`src/source/torus_router_pkg.sv`:
```
package torus_router_pkg;

    ////////////////////
    // widths

    localparam int NUM_PORTS = 6;
    localparam int AXIS_W    = 3;
    localparam int PAYLOAD_W = 32;
    localparam int TAG_W     = 8;

    typedef logic [AXIS_W-1:0]    axis_t;
    typedef logic [PAYLOAD_W-1:0] payload_t;
    typedef logic [TAG_W-1:0]     tag_t;

    ////////////////////
    // flit format

    // one node position in the mesh
    typedef struct packed {
        axis_t x;
        axis_t y;
        axis_t z;
    } coord_t;

    // valid sits on top, payload at the bottom
    typedef struct packed {
        logic     valid;
        coord_t   dst;
        coord_t   src;
        tag_t     tag;
        payload_t payload;
    } flit_t;

    ////////////////////
    // directions

    // output port index is the direction minus one
    typedef enum logic [2:0] {
        DIR_LOCAL = 3'd0,
        DIR_XPOS  = 3'd1,
        DIR_YPOS  = 3'd2,
        DIR_ZPOS  = 3'd3,
        DIR_XNEG  = 3'd4,
        DIR_YNEG  = 3'd5,
        DIR_ZNEG  = 3'd6
    } dir_e;

    // head of an input queue offered to the switch
    typedef struct packed {
        flit_t flit;
        dir_e  route;
    } sw_req_t;

endpackage

```
`src/source/dor_route.sv`:
```
module dor_route #(
    parameter torus_router_pkg::coord_t cur = '0
) (
    input  torus_router_pkg::coord_t dst,
    output torus_router_pkg::dir_e   route
);

    // x first, then y, then z; no wrap links
    always_comb begin
        if (dst.x > cur.x) begin
            route = torus_router_pkg::DIR_XPOS;
        end else if (dst.x < cur.x) begin
            route = torus_router_pkg::DIR_XNEG;
        end else if (dst.y > cur.y) begin
            route = torus_router_pkg::DIR_YPOS;
        end else if (dst.y < cur.y) begin
            route = torus_router_pkg::DIR_YNEG;
        end else if (dst.z > cur.z) begin
            route = torus_router_pkg::DIR_ZPOS;
        end else if (dst.z < cur.z) begin
            route = torus_router_pkg::DIR_ZNEG;
        end else begin
            // arrived
            route = torus_router_pkg::DIR_LOCAL;
        end
    end

endmodule

```
`src/source/flit_queue.sv`:
```
module flit_queue #(
    parameter int depth = 8
) (
    input  logic                    clk,
    input  logic                    rst,
    input  logic                    wr_en,
    input  torus_router_pkg::flit_t wr_data,
    input  logic                    rd_en,
    output torus_router_pkg::flit_t head,
    output logic                    empty
);

    localparam int PTR_W = (depth > 1) ? $clog2(depth) : 1;
    localparam int CNT_W = PTR_W + 1;
    localparam logic [PTR_W-1:0] LAST_SLOT  = PTR_W'(depth - 1);
    localparam logic [CNT_W-1:0] FULL_COUNT = CNT_W'(depth);

    torus_router_pkg::flit_t mem [depth];

    logic [PTR_W-1:0] wr_ptr;
    logic [PTR_W-1:0] rd_ptr;
    logic [CNT_W-1:0] count;
    logic             full;
    logic             wr_ok;
    logic             rd_ok;

    function automatic logic [PTR_W-1:0] next_ptr(input logic [PTR_W-1:0] ptr);
        return (ptr == LAST_SLOT) ? '0 : ptr + 1'b1;
    endfunction

    assign full  = (count == FULL_COUNT);
    assign empty = (count == '0);
    assign wr_ok = wr_en && !full;
    assign rd_ok = rd_en && !empty;

    // oldest entry, never valid while empty
    always_comb begin
        head       = mem[rd_ptr];
        head.valid = mem[rd_ptr].valid && !empty;
    end

    always_ff @(posedge clk) begin
        if (wr_ok) begin
            mem[wr_ptr] <= wr_data;
        end
    end

    always_ff @(posedge clk) begin
        if (rst) begin
            wr_ptr <= '0;
            rd_ptr <= '0;
            count  <= '0;
        end else begin
            if (wr_ok) begin
                wr_ptr <= next_ptr(wr_ptr);
            end
            if (rd_ok) begin
                rd_ptr <= next_ptr(rd_ptr);
            end
            case ({wr_ok, rd_ok})
                2'b10:   count <= count + 1'b1;
                2'b01:   count <= count - 1'b1;
                default: count <= count;
            endcase
        end
    end

endmodule

```
`src/source/input_port.sv`:
```
module input_port #(
    parameter torus_router_pkg::coord_t cur         = '0,
    parameter int                       queue_depth = 8
) (
    input  logic                      clk,
    input  logic                      rst,
    input  torus_router_pkg::flit_t   link_in,
    input  logic                      grant,
    output torus_router_pkg::sw_req_t req,
    output torus_router_pkg::flit_t   eject
);

    torus_router_pkg::flit_t head;
    torus_router_pkg::dir_e  route;
    logic                    empty;
    logic                    is_local;
    logic                    pop;

    ////////////////////
    // queue and route

    flit_queue #(
        .depth(queue_depth)
    ) u_queue (
        .clk    (clk),
        .rst    (rst),
        .wr_en  (link_in.valid),
        .wr_data(link_in),
        .rd_en  (pop),
        .head   (head),
        .empty  (empty)
    );

    dor_route #(
        .cur(cur)
    ) u_route (
        .dst  (head.dst),
        .route(route)
    );

    assign is_local = !empty && (route == torus_router_pkg::DIR_LOCAL);

    // local heads leave at once, others wait for the switch
    assign pop = is_local || (grant && req.flit.valid);

    ////////////////////
    // switch request

    // held steady until granted since the head does not move
    always_comb begin
        req.flit       = head;
        req.flit.valid = !empty && !is_local;
        req.route      = route;
    end

    ////////////////////
    // eject to kernel

    always_ff @(posedge clk) begin
        if (rst) begin
            eject.valid <= 1'b0;
        end else begin
            eject       <= head;
            eject.valid <= is_local;
        end
    end

endmodule

```
`src/source/switch_alloc.sv`:
```
module switch_alloc (
    input  logic                      clk,
    input  logic                      rst,
    input  torus_router_pkg::sw_req_t req    [torus_router_pkg::NUM_PORTS],
    input  torus_router_pkg::flit_t   inject [torus_router_pkg::NUM_PORTS],
    output logic                      grant  [torus_router_pkg::NUM_PORTS],
    output torus_router_pkg::flit_t   out    [torus_router_pkg::NUM_PORTS]
);

    localparam int NUM_PORTS = torus_router_pkg::NUM_PORTS;
    localparam int IDX_W     = $clog2(NUM_PORTS);

    typedef logic [IDX_W-1:0] port_idx_t;

    localparam port_idx_t LAST_IDX = port_idx_t'(NUM_PORTS - 1);

    // want[d][i] means input i asks for output d
    logic [NUM_PORTS-1:0] want [NUM_PORTS];

    port_idx_t rr_ptr    [NUM_PORTS];
    port_idx_t win_idx   [NUM_PORTS];
    logic      win_valid [NUM_PORTS];

    ////////////////////
    // request matrix

    always_comb begin
        for (int d = 0; d < NUM_PORTS; d++) begin
            for (int i = 0; i < NUM_PORTS; i++) begin
                want[d][i] = req[i].flit.valid && (int'(req[i].route) == d + 1);
            end
        end
    end

    ////////////////////
    // round robin

    always_comb begin
        int idx;
        idx = 0;
        for (int i = 0; i < NUM_PORTS; i++) begin
            grant[i] = 1'b0;
        end
        for (int d = 0; d < NUM_PORTS; d++) begin
            win_valid[d] = 1'b0;
            win_idx[d]   = '0;
            // scan backwards from the pointer so the nearest hit lands last
            for (int k = NUM_PORTS - 1; k >= 0; k--) begin
                idx = int'(rr_ptr[d]) + k;
                if (idx >= NUM_PORTS) begin
                    idx = idx - NUM_PORTS;
                end
                if (want[d][idx]) begin
                    win_valid[d] = 1'b1;
                    win_idx[d]   = port_idx_t'(idx);
                end
            end
            // kernel inject owns the output this cycle
            if (inject[d].valid) begin
                win_valid[d] = 1'b0;
            end
            if (win_valid[d]) begin
                grant[win_idx[d]] = 1'b1;
            end
        end
    end

    ////////////////////
    // output registers

    always_ff @(posedge clk) begin
        if (rst) begin
            for (int d = 0; d < NUM_PORTS; d++) begin
                rr_ptr[d]    <= '0;
                out[d].valid <= 1'b0;
            end
        end else begin
            for (int d = 0; d < NUM_PORTS; d++) begin
                if (win_valid[d]) begin
                    rr_ptr[d] <= (win_idx[d] == LAST_IDX) ? '0 : win_idx[d] + 1'b1;
                end
                if (inject[d].valid) begin
                    out[d] <= inject[d];
                end else if (win_valid[d]) begin
                    out[d] <= req[win_idx[d]].flit;
                end else begin
                    out[d].valid <= 1'b0;
                end
            end
        end
    end

endmodule

```
`src/source/torus_router.sv`:
```
module torus_router #(
    parameter torus_router_pkg::coord_t cur         = '0,
    parameter int                       queue_depth = 8
) (
    input  logic                    clk,
    input  logic                    rst,

    // links, port order x+ y+ z+ x- y- z-
    input  torus_router_pkg::flit_t in_flit     [torus_router_pkg::NUM_PORTS],
    output torus_router_pkg::flit_t out_flit    [torus_router_pkg::NUM_PORTS],

    // kernel side
    input  torus_router_pkg::flit_t inject_flit [torus_router_pkg::NUM_PORTS],
    output torus_router_pkg::flit_t eject_flit  [torus_router_pkg::NUM_PORTS]
);

    torus_router_pkg::sw_req_t req   [torus_router_pkg::NUM_PORTS];
    logic                      grant [torus_router_pkg::NUM_PORTS];

    ////////////////////
    // input ports

    for (genvar i = 0; i < torus_router_pkg::NUM_PORTS; i++) begin : g_port
        input_port #(
            .cur        (cur),
            .queue_depth(queue_depth)
        ) u_input_port (
            .clk    (clk),
            .rst    (rst),
            .link_in(in_flit[i]),
            .grant  (grant[i]),
            .req    (req[i]),
            .eject  (eject_flit[i])
        );
    end

    ////////////////////
    // switch

    switch_alloc u_switch_alloc (
        .clk   (clk),
        .rst   (rst),
        .req   (req),
        .inject(inject_flit),
        .grant (grant),
        .out   (out_flit)
    );

endmodule

```
`config.mk`:
```
export PLATFORM = sky130hd
export DESIGN_NAME = torus_router
export DESIGN_NICKNAME = d
export VERILOG_FILES = /design/src/source/torus_router_pkg.sv /design/src/source/dor_route.sv /design/src/source/flit_queue.sv /design/src/source/input_port.sv /design/src/source/switch_alloc.sv /design/src/source/torus_router.sv
export SDC_FILE = /design/constraint.sdc
export NUM_CORES = 2
export LEC_CHECK = 0
export BUFFER_PORTS_ARGS = -buffer_cell sky130_fd_sc_hd__buf_2
export CORE_ASPECT_RATIO = 1.25
export CORE_MARGIN = 4
export CORE_UTILIZATION = 40
export DETAILED_ROUTE_END_ITERATION = 6
export GPL_TIMING_DRIVEN = 1
export PLACE_DENSITY = 0.55
export SLEW_MARGIN = 10
export SYNTH_ARGS = -nofsm -noshare
export SYNTH_HDL_FRONTEND = slang
export SYNTH_SLANG_ARGS = --single-unit
```
`constraint.sdc`:
```
create_clock -name clk -period 10.5 [get_ports clk]
set_clock_uncertainty 0.05 [all_clocks]
set_input_delay 0.525 -clock clk [delete_from_list [all_inputs] [get_ports clk]]
set_output_delay 0.525 -clock clk [all_outputs]
set_load 0.02 [all_outputs]
```
==> impl_metrics.csv <==
group,metric,value,unit
cts,sinks_on_the_clock_net,3579,
floorplanning,fp.coreArea,357000,um2
critical_path,critPathMaxStageDelay,1.09,ns
global_route,largest_net_degree_at_the_start_of_global_routing,105,
final_layout,area_growth,22.5,%
critical_path,cp_cell_sequence,"mux4_2, mux2i_2, nand4_1, nor4bb_1, or2_1, a22o_1, o21ai_0, o211ai_4, buf_4, o21ai_1, or3_4, a31oi_4, ha_1, xor2_1, ha_1, a21oi_1, xor2_1, or3_1, a21oi_1",
final_layout,design.final.nets,10700,
logic_synthesis,mappedNetlistArea,144000,um2
logic_synthesis,synth.avg_cell_area,18.6,um2
job,max_cap_violations,0,
floorplanning,floorplan.die.width,544,um
critical_path,critical_path.top_delay_family,"simple AND/OR/NAND/NOR gates",
critical_path,setup.worst_path.end_class,"register",
cts,clock-root-buffer,"clkbuf_16",
timing,tcrit_tclk_final,76.2,%
detailed_routing,routed_wl,605000,um
critical_path,timing.critical_path.from_type,"register",
critical_path,cp.arrival,8.84,ns
timing,timing.fmax,125,MHz
logic_synthesis,post_synth_xor_area_fraction,0.219,%
global_route,initial_antenna_violation_count,269,
detailed_routing,first_pass_iters,6,
global_route,grt_first_pass_wirelength,794000,um
logic_synthesis,synth-edff-count,3489,
detailed_routing,postRouteAntennaNets,0,
critical_path,cpMaxStageDelayCell,"nor4bb_1",
logic_synthesis,synth_sequential_area_ratio,74.1,%
detailed_routing,post_drt_via_cell_ratio,5.93,
critical_path,timing.critical_path.required,11.34,ns
timing,report.final.slew_viol_count,0,
detailed_routing,wire_per_inst,40.3,um
floorplanning,start_util,40.3,%
logic_synthesis,largest_family_of_logic_cells_by_synthesized_area,"multiplexers",
pwr,internal-power,29.4,mW
pwr,power-per-cell-area,269,nW/um2
critical_path,criticalPathCategory,"register to register",
timing,tns,0,ns
placed_design,io_buffer_count,1417,
final_layout,drive_gt1_share,32.9,%
worst_hold_path,hp-class,"input port to register",
logic_synthesis,yosys_warnings,0,
cts,htreeDepth,5,
cts,post_cts_repair_timing_setup_buffer_count,0,
pwr,power.clock.fraction,28.2,%
cts,hold_buffers,640,
pwr,peakVddDrop,0.506,mV
timing,final.min_clock_period,8.00,ns
final_layout,fillerInstances,29900,
pwr,seqPwrFrac,38.7,%
floorplanning,die_height,679,um
logic_synthesis,synth-adder-area-share,0.696,%
timing,tightestPinTransition,1.26,ns
critical_path,worst-path-buf-inv,1,
floorplanning,floorplan.die_area,369000,um2
pwr,power.switching,17.9,mW
placed_design,post-dp-hpwl,438000,um
detailed_routing,drt_first_iter_violations,11400,
pwr,comb_power_share,33.2,%
cts,cts_made_buffers,365,
pwr,static-leakage-power,59.3,nW
timing,timing_hold_violations_final,0,
logic_synthesis,synth_nets,8526,
detailed_routing,drt_drc_violations_left,0,
logic_synthesis,post_synthesis_compound_gate_area_fraction,4.72,%
timing,worst_relative_slew_slack,13.7,%
timing,rsz0062_at_grt,"no",
logic_synthesis,ys_types,101,
outcome,run_status,"finished clean",
global_route,globalRouteOverflowTotal,0,
logic_synthesis,synthSimpleGateAreaFrac,3.42,%
global_route,total_routing_usage_reported_by_global_routing,32.0,%
cts,buffers_from_clock_root_to_sink_at_most,4,
timing,finalSetupViolations,0,
placed_design,placedInstanceArea,157000,um2
detailed_routing,vias,89200,
cts,tritoncts_clock_tree,"yes",
logic_synthesis,synthMuxAreaShare,15.1,%
cts,cts.reportedPaths.clkPinSlew,0.06,ns
cts,insertion_delay,0.99,ns
logic_synthesis,number_of_standard_cells_after_synthesis,7736,
logic_synthesis,postSynthRegisterBits,3579,
critical_path,crit_path_max_fanout,54,
cts,post_cts_resized,0,
logic_synthesis,postSynth.topFlopCell,"edfxtp_1",
floorplanning,number_of_placed_i_o_pins,1418,
placed_design,routabilityCongestion,0.980,
global_route,first_global_vias,86800,
logic_synthesis,ys_top_cells_by_area,"edfxtp_1 73%, mux4_2 11%, mux2_2 2.6%",
logic_synthesis,postSynth.asyncResetShare,0,%
floorplanning,core.rowCount,245,
pwr,switching_share,37.9,%
logic_synthesis,synth_top_cell_by_area,"edfxtp_1",
final_layout,final_area,176000,um2
logic_synthesis,netlist.area_leader.share,72.8,%
[state kept, by name (all words and copies together) (netlist names), named ones only]
signal,flops
g_port.u_input_port.u_queue.mem,2784
g_port.u_input_port.eject,354
g_port.u_input_port.u_queue.wr_ptr,18
g_port.u_input_port.u_queue.rd_ptr,18
u_switch_alloc.rr_ptr,9
u_switch_alloc.out,354
g_port.u_input_port.u_queue.count,24
[routing by layer]
metal	global-route usage (%)	up-vias	part of all wire, %
li1	-	35800	-
met1	38.7	46700	35
met2	51.1	5263	47
met3	7.32	1340	8.8
met4	22.0	122	8.6
met5	0	-	0.12
[placed cells by master (no fill, tap or decap), drive strengths merged, types with 116 or more instances in the layout]
master / count
mux4: 699
mux2: 331
dlygate4sd3: 640
nor2: 566
a21oi: 436
a211oi: 172
mux2i: 220
clkbuf: 458
nand2: 122
inv: 237
edfxtp: 3489
clkinv: 150
o21ai: 132
nor3: 116
o22ai: 171
buf: 1631
[worst reg2reg max path: cells and delay by family, from the launching register on]
kind | cells | cell delay (ns)
multiplexers | 2 | 1.41
AND/OR/NAND/NOR | 5 | 2.52
buffers and inverters | 1 | 0.59
AO/OA/AOI/OAI | 7 | 1.56
adder cells (fa/ha/maj) | 2 | 0.50
XOR/XNOR | 2 | 0.34
flip-flops | 1 | 0.94
[final timing paths]
path	startpoint	cells past startpoint	slack, ns	endpoint
max	register	19	2.50	g_port[0].u_input_port.u_queue.count[2]$_SDFFE_PP0P_
min	inject_flit[116]	3	0.06	u_switch_alloc.out[116]$_DFFE_PP_
max reg2reg	register	19	2.50	g_port[0].u_input_port.u_queue.count[2]$_SDFFE_PP0P_
min reg2reg	g_port[2].u_input_port.u_queue.rd_ptr[1]$_SDFFE_PP0N_	2	0.42	register
[area by class of cell]
cell class | instances | area (um2) | area share (%)
antenna | 94 | 235 | 0.134
clock buffer | 458 | 9760 | 5.54
multi-input combinational | 3506 | 35300 | 20.0
timing repair buffer | 2271 | 15200 | 8.61
clock inverter | 212 | 2400 | 1.36
tap | 4693 | 5870 | 3.33
sequential | 3579 | 107000 | 60.5
inverter | 224 | 856 | 0.486
[power by group through the flow]
| stage | clock (mW) | sequential [mW] | combinational [mW] |
|---|---|---|---|
| final | 13.3 | 18.3 | 15.7 |
| after global routing | 14.1 | 18.3 | 16.4 |
| after CTS | 13.5 | 18.3 | 15.5 |
| after floorplan | 0 | 18.7 | 8.02 |
| after detailed placement | 0 | 18.6 | 15.1 |
| after global placement | 0 | 18.6 | 15.1 |
[Yosys cell counts, drive strengths merged (6+ instances only)]
library cell,instances
a211o,56
a211oi,172
a21o,8
a21oi,436
a221oi,6
a31oi,18
and2,11
and3,7
buf,175
clkbuf,252
dfxtp,90
edfxtp,3489
ha,80
inv,222
mux2,331
mux2i,220
mux4,699
nand2,122
nand2b,27
nand3,34
nand3b,14
nand4,8
nor2,566
nor2b,63
nor3,116
nor3b,6
nor4,15
o211ai,10
o21ai,132
o22ai,171
o31ai,7
or2,9
or3,28
or4b,6
xnor2,12
xor2,24
[stage by stage]
| stage | hold slack (ns) | total power, mW | setup WS (ns) | util (%) | cells |
|---|---|---|---|---|---|
| 6_report | 0.0601 | 47.3 | 2.50 | 49.3 | 15000 |
| 5_1_grt | 0.00720 | 48.8 | 2.31 | 49.3 | 15000 |
| 4_1_cts | 0.000387 | 47.3 | 2.72 | 49.3 | 14900 |
| 3_5_place_dp | 0.426 | 33.7 | 2.75 | 44.1 | 13600 |
| 3_3_place_gp | 0.416 | 33.6 | 2.70 | 44.1 | 13600 |
| 2_1_floorplan | 0.400 | 26.7 | 1.58 | - | 7736 |
[cells by family (layout without fill, tap and decap cells)]
family          Yosys count  in the layout
flops                  3579           3579
mux                    1250           1250
compound gates         1086           1086
simple gates           1054           1054
buf+inv                 651           3165
fa+ha+maj                80             80
xor+xnor                 36             36
other cells               0             94
(Power assumes the default switching activity.)
